$ cat src/sys_pkg.sv
// Shared bus widths, address map, version constant and enum types
package sys_pkg;

  // Bus widths
  localparam int ADDR_WIDTH = 15;
  localparam int DATA_WIDTH = 16;

  // ----------------------------------------
  // Address map
  // ----------------------------------------
  // Top three address bits pick the region
  localparam int REGION_W   = 3;
  localparam int REGION_MSB = ADDR_WIDTH - 1;

  localparam logic [REGION_W-1:0] REGION_MEM  = 3'b000;  // 0x0000
  localparam logic [REGION_W-1:0] REGION_GPIO = 3'b100;  // 0x4000

  // Boot memory
  localparam int MEM_DEPTH     = 256;
  localparam int MEM_AW        = $clog2(MEM_DEPTH);
  localparam int VERSION_WORDS = 4;

  // Word 0 holds bits 15:0, word 3 holds bits 63:48
  localparam logic [63:0] SYS_VERSION = 64'hBAD2_6032_000A_0001;

  // GPIO pin count
  localparam int GPIO_WIDTH = 16;

  // ----------------------------------------
  // Types
  // ----------------------------------------
  typedef enum logic [1:0] {
    RGN_MEM,
    RGN_GPIO,
    RGN_NONE
  } region_e;

  typedef enum logic [1:0] {
    ARB_IDLE,
    ARB_M0,
    ARB_M1
  } arb_state_e;

  // Code 3 is unused and reads as zero
  typedef enum logic [1:0] {
    GPIO_DIR = 2'd0,
    GPIO_OUT = 2'd1,
    GPIO_IN  = 2'd2
  } gpio_reg_e;

endpackage

$ cat src/bus_arbiter.sv
// Two-master round-robin bus arbiter
// Registers the granted request onto the shared bus and returns its response
module bus_arbiter import sys_pkg::*; (
  input  logic                  clk,
  input  logic                  arst_n_i,
  // Master 0
  input  logic                  m0_cyc_i,
  input  logic                  m0_stb_i,
  input  logic                  m0_we_i,
  input  logic [ADDR_WIDTH-1:0] m0_adr_i,
  input  logic [DATA_WIDTH-1:0] m0_dat_i,
  output logic [DATA_WIDTH-1:0] m0_dat_o,
  output logic                  m0_ack_o,
  // Master 1
  input  logic                  m1_cyc_i,
  input  logic                  m1_stb_i,
  input  logic                  m1_we_i,
  input  logic [ADDR_WIDTH-1:0] m1_adr_i,
  input  logic [DATA_WIDTH-1:0] m1_dat_i,
  output logic [DATA_WIDTH-1:0] m1_dat_o,
  output logic                  m1_ack_o,
  // Shared bus
  output logic                  bus_stb_o,
  output logic                  bus_we_o,
  output logic [ADDR_WIDTH-1:0] bus_adr_o,
  output logic [DATA_WIDTH-1:0] bus_wdat_o,
  input  logic [DATA_WIDTH-1:0] bus_rdat_i,
  input  logic                  bus_ack_i
);

  arb_state_e state_q;
  logic       last_m1_q;
  logic       req0;
  logic       req1;
  logic       pick_m1;
  logic       done;

  assign req0 = m0_cyc_i & m0_stb_i;
  assign req1 = m1_cyc_i & m1_stb_i;

  // On a tie the master not served last wins
  assign pick_m1 = req1 & (~req0 | ~last_m1_q);

  // Slave answered the current transfer
  assign done = bus_stb_o & bus_ack_i;

  // ----------------------------------------
  // Grant FSM
  // ----------------------------------------
  always_ff @(posedge clk or negedge arst_n_i) begin
    if (!arst_n_i) begin
      state_q   <= ARB_IDLE;
      last_m1_q <= 1'b1;
      bus_stb_o <= 1'b0;
      m0_ack_o  <= 1'b0;
      m1_ack_o  <= 1'b0;
    end else begin
      m0_ack_o <= 1'b0;
      m1_ack_o <= 1'b0;
      case (state_q)
        ARB_IDLE: begin
          if (req0 | req1) begin
            state_q   <= pick_m1 ? ARB_M1 : ARB_M0;
            last_m1_q <= pick_m1;
            bus_stb_o <= 1'b1;
          end
        end
        default: begin
          // Ack went out last cycle, release the bus
          if (m0_ack_o | m1_ack_o) begin
            state_q <= ARB_IDLE;
          end else if (done) begin
            bus_stb_o <= 1'b0;
            m0_ack_o  <= (state_q == ARB_M0);
            m1_ack_o  <= (state_q == ARB_M1);
          end
        end
      endcase
    end
  end

  // Request payload, captured while idle
  always_ff @(posedge clk) begin
    if (state_q == ARB_IDLE) begin
      bus_we_o   <= pick_m1 ? m1_we_i  : m0_we_i;
      bus_adr_o  <= pick_m1 ? m1_adr_i : m0_adr_i;
      bus_wdat_o <= pick_m1 ? m1_dat_i : m0_dat_i;
    end
  end

  // Read data to the owner only, zero elsewhere
  always_ff @(posedge clk) begin
    m0_dat_o <= (done && state_q == ARB_M0) ? bus_rdat_i : '0;
    m1_dat_o <= (done && state_q == ARB_M1) ? bus_rdat_i : '0;
  end

endmodule

$ cat src/bus_decoder.sv
// Address region decoder with slave strobe routing and response merge
module bus_decoder import sys_pkg::*; (
  input  logic                  clk,
  input  logic                  arst_n_i,
  // Shared bus from the arbiter
  input  logic                  bus_stb_i,
  input  logic [ADDR_WIDTH-1:0] bus_adr_i,
  output logic [DATA_WIDTH-1:0] bus_rdat_o,
  output logic                  bus_ack_o,
  // Slaves
  output logic                  mem_stb_o,
  input  logic [DATA_WIDTH-1:0] mem_rdat_i,
  input  logic                  mem_ack_i,
  output logic                  gpio_stb_o,
  input  logic [DATA_WIDTH-1:0] gpio_rdat_i,
  input  logic                  gpio_ack_i
);

  region_e region;
  logic    dflt_ack_q;

  // ----------------------------------------
  // Region decode
  // ----------------------------------------
  always_comb begin
    case (bus_adr_i[REGION_MSB -: REGION_W])
      REGION_MEM:  region = RGN_MEM;
      REGION_GPIO: region = RGN_GPIO;
      default:     region = RGN_NONE;
    endcase
  end

  assign mem_stb_o  = bus_stb_i & (region == RGN_MEM);
  assign gpio_stb_o = bus_stb_i & (region == RGN_GPIO);

  // Unmapped access still gets an ack one cycle later
  always_ff @(posedge clk or negedge arst_n_i) begin
    if (!arst_n_i) begin
      dflt_ack_q <= 1'b0;
    end else begin
      dflt_ack_q <= bus_stb_i & (region == RGN_NONE) & ~dflt_ack_q;
    end
  end

  // ----------------------------------------
  // Response merge
  // ----------------------------------------
  always_comb begin
    case (region)
      RGN_MEM:  bus_rdat_o = mem_rdat_i;
      RGN_GPIO: bus_rdat_o = gpio_rdat_i;
      default:  bus_rdat_o = '0;
    endcase
  end

  assign bus_ack_o = mem_ack_i | gpio_ack_i | dflt_ack_q;

endmodule

$ cat src/boot_mem.sv
// Boot memory slave, 256 words with a read-only version window
module boot_mem import sys_pkg::*; (
  input  logic                  clk,
  input  logic                  arst_n_i,
  input  logic                  stb_i,
  input  logic                  we_i,
  input  logic [MEM_AW-1:0]     adr_i,
  input  logic [DATA_WIDTH-1:0] wdat_i,
  output logic [DATA_WIDTH-1:0] rdat_o,
  output logic                  ack_o
);

  logic [DATA_WIDTH-1:0] mem_q [MEM_DEPTH];
  logic [DATA_WIDTH-1:0] ver_word;
  logic                  in_ver;
  logic                  access;

  // First cycle of a strobe only
  assign access = stb_i & ~ack_o;

  // Low indices map onto the version constant
  assign in_ver = (adr_i < VERSION_WORDS);

  // ----------------------------------------
  // Version word select
  // ----------------------------------------
  always_comb begin
    ver_word = '0;
    for (int i = 0; i < VERSION_WORDS; i++) begin
      if (adr_i == MEM_AW'(i)) begin
        ver_word = SYS_VERSION[i*DATA_WIDTH +: DATA_WIDTH];
      end
    end
  end

  // ----------------------------------------
  // Storage
  // ----------------------------------------
  // Writes into the version window are dropped
  always_ff @(posedge clk) begin
    if (access && we_i && !in_ver) begin
      mem_q[adr_i] <= wdat_i;
    end
  end

  // Registered read port
  always_ff @(posedge clk) begin
    if (access) begin
      rdat_o <= in_ver ? ver_word : mem_q[adr_i];
    end
  end

  // Single-cycle ack
  always_ff @(posedge clk or negedge arst_n_i) begin
    if (!arst_n_i) begin
      ack_o <= 1'b0;
    end else begin
      ack_o <= access;
    end
  end

endmodule

$ cat src/gpio_ctrl.sv
// GPIO slave with direction, output and synchronized input registers
module gpio_ctrl import sys_pkg::*; (
  input  logic                  clk,
  input  logic                  arst_n_i,
  input  logic                  stb_i,
  input  logic                  we_i,
  input  gpio_reg_e             reg_i,
  input  logic [DATA_WIDTH-1:0] wdat_i,
  output logic [DATA_WIDTH-1:0] rdat_o,
  output logic                  ack_o,
  // Pins
  input  logic [GPIO_WIDTH-1:0] gpio_i,
  output logic [GPIO_WIDTH-1:0] gpio_o,
  output logic [GPIO_WIDTH-1:0] gpio_oe_o
);

  logic [GPIO_WIDTH-1:0] dir_q;
  logic [GPIO_WIDTH-1:0] out_q;
  logic [GPIO_WIDTH-1:0] sync1_q;
  logic [GPIO_WIDTH-1:0] sync2_q;
  logic                  access;

  assign access = stb_i & ~ack_o;

  // ----------------------------------------
  // Registers
  // ----------------------------------------
  always_ff @(posedge clk or negedge arst_n_i) begin
    if (!arst_n_i) begin
      dir_q <= '0;
      out_q <= '0;
      ack_o <= 1'b0;
    end else begin
      ack_o <= access;
      if (access && we_i) begin
        case (reg_i)
          GPIO_DIR: dir_q <= wdat_i[GPIO_WIDTH-1:0];
          GPIO_OUT: out_q <= wdat_i[GPIO_WIDTH-1:0];
          // Input register and code 3 ignore writes
          default: ;
        endcase
      end
    end
  end

  // Two-flop synchronizer on the input pins
  always_ff @(posedge clk or negedge arst_n_i) begin
    if (!arst_n_i) begin
      sync1_q <= '0;
      sync2_q <= '0;
    end else begin
      sync1_q <= gpio_i;
      sync2_q <= sync1_q;
    end
  end

  // ----------------------------------------
  // Read port
  // ----------------------------------------
  always_ff @(posedge clk) begin
    if (access) begin
      case (reg_i)
        GPIO_DIR: rdat_o <= DATA_WIDTH'(dir_q);
        GPIO_OUT: rdat_o <= DATA_WIDTH'(out_q);
        GPIO_IN:  rdat_o <= DATA_WIDTH'(sync2_q);
        default:  rdat_o <= '0;
      endcase
    end
  end

  assign gpio_o    = out_q;
  assign gpio_oe_o = dir_q;

endmodule

$ cat src/system_top.sv
// System top level with arbiter, address decoder, boot memory and GPIO
module system_top import sys_pkg::*; (
  input  logic                  clk,
  input  logic                  arst_n_i,
  // Master 0
  input  logic                  m0_cyc_i,
  input  logic                  m0_stb_i,
  input  logic                  m0_we_i,
  input  logic [ADDR_WIDTH-1:0] m0_adr_i,
  input  logic [DATA_WIDTH-1:0] m0_dat_i,
  output logic [DATA_WIDTH-1:0] m0_dat_o,
  output logic                  m0_ack_o,
  // Master 1
  input  logic                  m1_cyc_i,
  input  logic                  m1_stb_i,
  input  logic                  m1_we_i,
  input  logic [ADDR_WIDTH-1:0] m1_adr_i,
  input  logic [DATA_WIDTH-1:0] m1_dat_i,
  output logic [DATA_WIDTH-1:0] m1_dat_o,
  output logic                  m1_ack_o,
  // GPIO pins
  input  logic [GPIO_WIDTH-1:0] gpio_i,
  output logic [GPIO_WIDTH-1:0] gpio_o,
  output logic [GPIO_WIDTH-1:0] gpio_oe_o
);

  // Shared bus
  logic                  bus_stb;
  logic                  bus_we;
  logic [ADDR_WIDTH-1:0] bus_adr;
  logic [DATA_WIDTH-1:0] bus_wdat;
  logic [DATA_WIDTH-1:0] bus_rdat;
  logic                  bus_ack;

  // Slave side
  logic                  mem_stb;
  logic [DATA_WIDTH-1:0] mem_rdat;
  logic                  mem_ack;
  logic                  gpio_stb;
  logic [DATA_WIDTH-1:0] gpio_rdat;
  logic                  gpio_ack;

  // ----------------------------------------
  // Arbitration
  // ----------------------------------------
  bus_arbiter u_arbiter (
    .clk        (clk),
    .arst_n_i   (arst_n_i),
    .m0_cyc_i   (m0_cyc_i),
    .m0_stb_i   (m0_stb_i),
    .m0_we_i    (m0_we_i),
    .m0_adr_i   (m0_adr_i),
    .m0_dat_i   (m0_dat_i),
    .m0_dat_o   (m0_dat_o),
    .m0_ack_o   (m0_ack_o),
    .m1_cyc_i   (m1_cyc_i),
    .m1_stb_i   (m1_stb_i),
    .m1_we_i    (m1_we_i),
    .m1_adr_i   (m1_adr_i),
    .m1_dat_i   (m1_dat_i),
    .m1_dat_o   (m1_dat_o),
    .m1_ack_o   (m1_ack_o),
    .bus_stb_o  (bus_stb),
    .bus_we_o   (bus_we),
    .bus_adr_o  (bus_adr),
    .bus_wdat_o (bus_wdat),
    .bus_rdat_i (bus_rdat),
    .bus_ack_i  (bus_ack)
  );

  // ----------------------------------------
  // Decode and slaves
  // ----------------------------------------
  bus_decoder u_decoder (
    .clk         (clk),
    .arst_n_i    (arst_n_i),
    .bus_stb_i   (bus_stb),
    .bus_adr_i   (bus_adr),
    .bus_rdat_o  (bus_rdat),
    .bus_ack_o   (bus_ack),
    .mem_stb_o   (mem_stb),
    .mem_rdat_i  (mem_rdat),
    .mem_ack_i   (mem_ack),
    .gpio_stb_o  (gpio_stb),
    .gpio_rdat_i (gpio_rdat),
    .gpio_ack_i  (gpio_ack)
  );

  // Word index from the low address bits
  boot_mem u_mem (
    .clk      (clk),
    .arst_n_i (arst_n_i),
    .stb_i    (mem_stb),
    .we_i     (bus_we),
    .adr_i    (bus_adr[MEM_AW-1:0]),
    .wdat_i   (bus_wdat),
    .rdat_o   (mem_rdat),
    .ack_o    (mem_ack)
  );

  gpio_ctrl u_gpio (
    .clk       (clk),
    .arst_n_i  (arst_n_i),
    .stb_i     (gpio_stb),
    .we_i      (bus_we),
    .reg_i     (gpio_reg_e'(bus_adr[1:0])),
    .wdat_i    (bus_wdat),
    .rdat_o    (gpio_rdat),
    .ack_o     (gpio_ack),
    .gpio_i    (gpio_i),
    .gpio_o    (gpio_o),
    .gpio_oe_o (gpio_oe_o)
  );

endmodule

$ cat config.mk
export PLATFORM = sky130hd
export DESIGN_NAME = system_top
export DESIGN_NICKNAME = d
export VERILOG_FILES = /design/src/sys_pkg.sv /design/src/bus_arbiter.sv /design/src/bus_decoder.sv /design/src/boot_mem.sv /design/src/gpio_ctrl.sv /design/src/system_top.sv
export SDC_FILE = /design/constraint.sdc
export NUM_CORES = 2
export LEC_CHECK = 0
export BUFFER_PORTS_ARGS = -buffer_cell sky130_fd_sc_hd__buf_2
export CORE_ASPECT_RATIO = 1.25
export CORE_UTILIZATION = 57
export CTS_CLUSTER_SIZE = 25
export DETAILED_ROUTE_END_ITERATION = 8
export PLACE_DENSITY_LB_ADDON = 0.25
export SLEW_MARGIN = 10
export SYNTH_ARGS = -nofsm -noshare
export SYNTH_HDL_FRONTEND = slang
export SYNTH_SLANG_ARGS = --single-unit
$ cat constraint.sdc
create_clock -name clk -period 3.7 [get_ports clk]
set_input_delay 0.37 -clock clk [delete_from_list [all_inputs] [get_ports clk]]
set_output_delay 0.37 -clock clk [all_outputs]
set_load 0.02 [all_outputs]
==> results by group <==
Timing
  – Min Tclk post-route: 3.68 ns
  – Setup TNS: 0 ns
  – RSZ-0062 raised after global routing: false
  – Max Slew Vio Count: 0
  – Max_slew headroom: 6.02%
  – Clock Skews: 0.0669 ns
  – Final setup vio count: 0
  – Fin Hold WS: 0.0891 ns
  – Setup WS post-layout: 0.0163 ns
  – Worst-Margin Slew: 1.41 ns
  – Final Hold Fails: 0
  – Period utilisation layout: 99.6%
  – FMAX: 271 MHz

Worst setup path
  – Worst setup EP type: flip-flop
  – CP max stage delay: approximately 0.54 ns
  – Buf/Inv on CP: 4
  – Critical path fanouts, max: 30
  – Worst Reg-to-Reg Cells: 10
  – Cells along the critical path: buf_12 > buf_12 > buf_4 > mux4_2 > mux4_2 > nand2_1 > a21oi_1 > nor3_2 > buf_4 > o31ai_1
  – Startpoint Class: flip-flop
  – Crit-path leading delay family: multiplexers
  – Setup CP Type: reg2reg
  – R2r endpoint: u_mem.rdat_o[12]
  – CP max stage cell: mux4_2
  – Flop-to-flop setup slack: 0.02 ns
  – Critical Path RT: 4.36 ns
  – WP data arrival: 4.34 ns

Logic synthesis
  – Synth cell types: 70
  – Mean post-synth cell area: 21.5 um^2
  – Post-synthesis simple-gate area fraction: between 2 and 2.5%
  – Main combinational cell family by area after synthesis: multiplexers
  – Register bit total from synthesis: 4269
  – Most used DFF post-synth: edfxtp_1
  – Post-synthesis compound-gate area fraction: 3.10%
  – Mapped Area: 164000 um^2
  – Post-synth EDFFs: 4156
  – Synth top area share: 76.0%
  – Sequential area share after synthesis: between 70% and 80%
  – Synth Area in Adders: 0%
  – Synth top area cells: edfxtp_1 (76%), mux4_2 (12%), mux2i_1 (2.9%), dfrtp_1 (1.1%), nor2_1 (0.88%)
  – XOR/XNOR Fraction of Synth Area: 0%
  – Mapped Cells: 7649
  – Synth async-reset ratio: roughly 1.7%
  – Mux share of post-synthesis cell area: 15.6%
  – Yosys top cell by area: edfxtp_1
  – Cell with the most instances after synthesis: edfxtp_1
  – Synth top cells by count: edfxtp_1 (4156), mux4_2 (889), mux2i_1 (471)
  – Yosys warning total: 0

Global routing
  – Largest net degree at the start of global routing: 179
  – Initial antenna violation count: 27
  – GRT overflow: 0
  – Number of global-route vias before repair: 85541
  – Total Routing Usage GR: 31.8%
  – First-pass GRT wire length: 642000 um

Route
  – Vias per cell: 6.78
  – First-pass DRT Iterations: 6
  – DRC Markers: 0
  – Post-Route WL: ~460000 um
  – Total number of vias: roughly 87000
  – Post-route ant nets: 0
  – Wire per inst: 36.1 um
  – DRT iter0 DRCs: 12891

Cells and area
  – Layout cell share with drive strength beyond 1: roughly 28%
  – # fillers: 18001
  – Post-layout util: between 60% and 70%
  – Syn-to-layout area delta: 14.8%
  – Final instance area: 188000 um^2
  – Final nets: around 8800

Clocking
  – CTS tree: built
  – Clock-pin transition on the worst setup and hold timing paths: 0.07 ns
  – H-Tree Depth: 5
  – Max Buffers Root-to-Sink: 4
  – Clk sink count: 4269
  – Clock root cell: clkbuf_16
  – Clock latency on the worst-skew pair: 0.93 ns
  – TritonCTS buffer count: 389

Floorplan
  – Starting Density: about 57%
  – Width of the die: between 400 and 500 um
  – Total core area: 286000 um^2
  – Die height: between 600 and 700 um
  – I/O Pins: 152
  – # rows: 219
  – Die Area: between 200000 and 300000 um^2

Min path
  – Worst Hold Launch: gpio_i[13]
  – Worst Hold Endpoint: u_gpio.sync1_q[13]
  – Hold Crit Class: in2reg
  – Hold Crit Depth: 2

Power and ir drop
  – Clock power share: 43.5%
  – Switch Pwr: 17700 uW
  – Worst VDD drop: 0.400 mV
  – Sequential power share: 56.2%
  – Pwr dens: 494 nW/um^2
  – Gate power share: 0.2%
  – Leak pwr: 0.0616 uW
  – Sw frac: 19.0%
  – Int Pwr: 75300 uW

Placement
  – Final HPWL DP: 281000 um
  – Area after DPL: around 170000 um^2
  – Routability cong.: 0.933
  – Pre-CTS setup slack: -0.198 ns
  – Port Buffers: 143

Outcome
  – Status: finished, final reports clean

Flow run
  – Max-cap violations: 0
## worst max path at each step
| stage | from | to | slack (ns) | depth (start not counted) |
|---|---|---|---|---|
| after floorplan | u_arbiter.bus_wdat_o[0] | u_mem.mem_q[0][0] | -0.37 | 0 |
| after global placement | flip-flop | u_mem.rdat_o[5] | -0.20 | 13 |
| after detailed placement | flip-flop | u_mem.rdat_o[5] | -0.20 | 13 |
| after CTS | flip-flop | u_mem.rdat_o[5] | 0.03 | 13 |
| after global routing | flip-flop | u_mem.rdat_o[3] | 0.02 | 11 |
| final | flip-flop | u_mem.rdat_o[12] | 0.02 | 10 |
## state kept, by name (all words and copies together) (netlist names), named ones only
| signal | count |
|---|---|
| u_gpio.ack_o | 1 |
| u_gpio.sync1_q | 16 |
| u_arbiter.bus_wdat_o | 16 |
| u_arbiter.bus_stb_o | 1 |
| u_arbiter.m1_dat_o | 16 |
| u_mem.ack_o | 1 |
| u_arbiter.m0_ack_o | 1 |
| u_gpio.gpio_oe_o | 16 |
| u_arbiter.last_m1_q | 1 |
| u_gpio.rdat_o | 16 |
| u_gpio.gpio_o | 16 |
| u_decoder.dflt_ack_q | 1 |
| u_arbiter.bus_we_o | 1 |
| u_arbiter.bus_adr_o | 11 |
| u_gpio.sync2_q | 16 |
| u_arbiter.m1_ack_o | 1 |
| u_arbiter.m0_dat_o | 16 |
| u_mem.mem_q | 4096 |
| u_mem.rdat_o | 16 |
| u_arbiter.state_q | 2 |
## timing repair
action	in CTS	in global routing
gates cloned	0	1
hold buffers	77	0
gates resized for setup	6	6
setup endpoints to repair	5	8
setup buffers	3	2
hold endpoints to repair	80	0
pin swaps	0	1
## logic make-up after synthesis
group                  after synthesis
DFF                               4269
muxes                             1436
and+or+nand+nor                    769
AOI/OAI and AO/OA                  724
buffers and inverters              450
other                                1
## layout by cell type, fill, tap and decap left out, drive strengths merged, types with 17 or more instances in the layout
cell / instances
edfxtp: 4156
buf: 940
mux4: 889
mux2i: 471
clkbuf: 471
nor2: 385
clkinv: 169
nand2: 148
o221ai: 145
a21oi: 129
a22oi: 116
o22ai: 103
o21ai: 80
mux2: 76
dlygate4sd3: 76
dfrtp: 72
conb: 64
nor3: 63
nand3: 57
bufinv: 44
dfxtp: 40
a211oi: 34
nor2b: 25
nor4: 19
a221oi: 18
inv: 18
o31ai: 17
clkinvlp: 17
## power groups by stage
stage | Combinational [uW] | Clock, uW | Sequential [uW]
2_1_floorplan | 53.9 | 0 | 53300
3_3_place_gp | 141 | 0 | 53300
3_5_place_dp | 144 | 0 | 53300
4_1_cts | 223 | 40700 | 52300
5_1_grt | 247 | 42400 | 52200
6_report | 231 | 40500 | 52300
## area by class of cell
cell class                      count  area [um^2]  share of cell area [%]
Timing Repair Buffer             1017         9060                    4.81
Multi-Input combinational cell   2993        34500                    18.3
Antenna cell                       14         35.0                  0.0186
Clock buffer                      470        10300                    5.47
Sequential cell                  4269       127000                    67.6
Tap cell                         3757         4700                    2.49
Clock inverter                    240         2340                    1.24
Inverter                            8         43.8                  0.0232
## metrics by stage
stage | total power [uW] | instances
after CTS | 93200 | 12751
final | 93000 | 12768
after floorplan | 53400 | 7712
after global routing | 94900 | 12755
after detailed placement | 53400 | 11961
after global placement | 53400 | 11961
## per-layer routing
metal | global-route usage [%] | vias up | wire length (um)
li1 | - | 34133 | -
met1 | 41.9 | 45331 | 163000
met2 | 49.9 | 5897 | 219000
met3 | 7.25 | 1130 | 51500
met4 | 16.3 | 16 | 27700
met5 | 0 | - | 117
No activity file was read; power rests on OpenSTA's default activity.
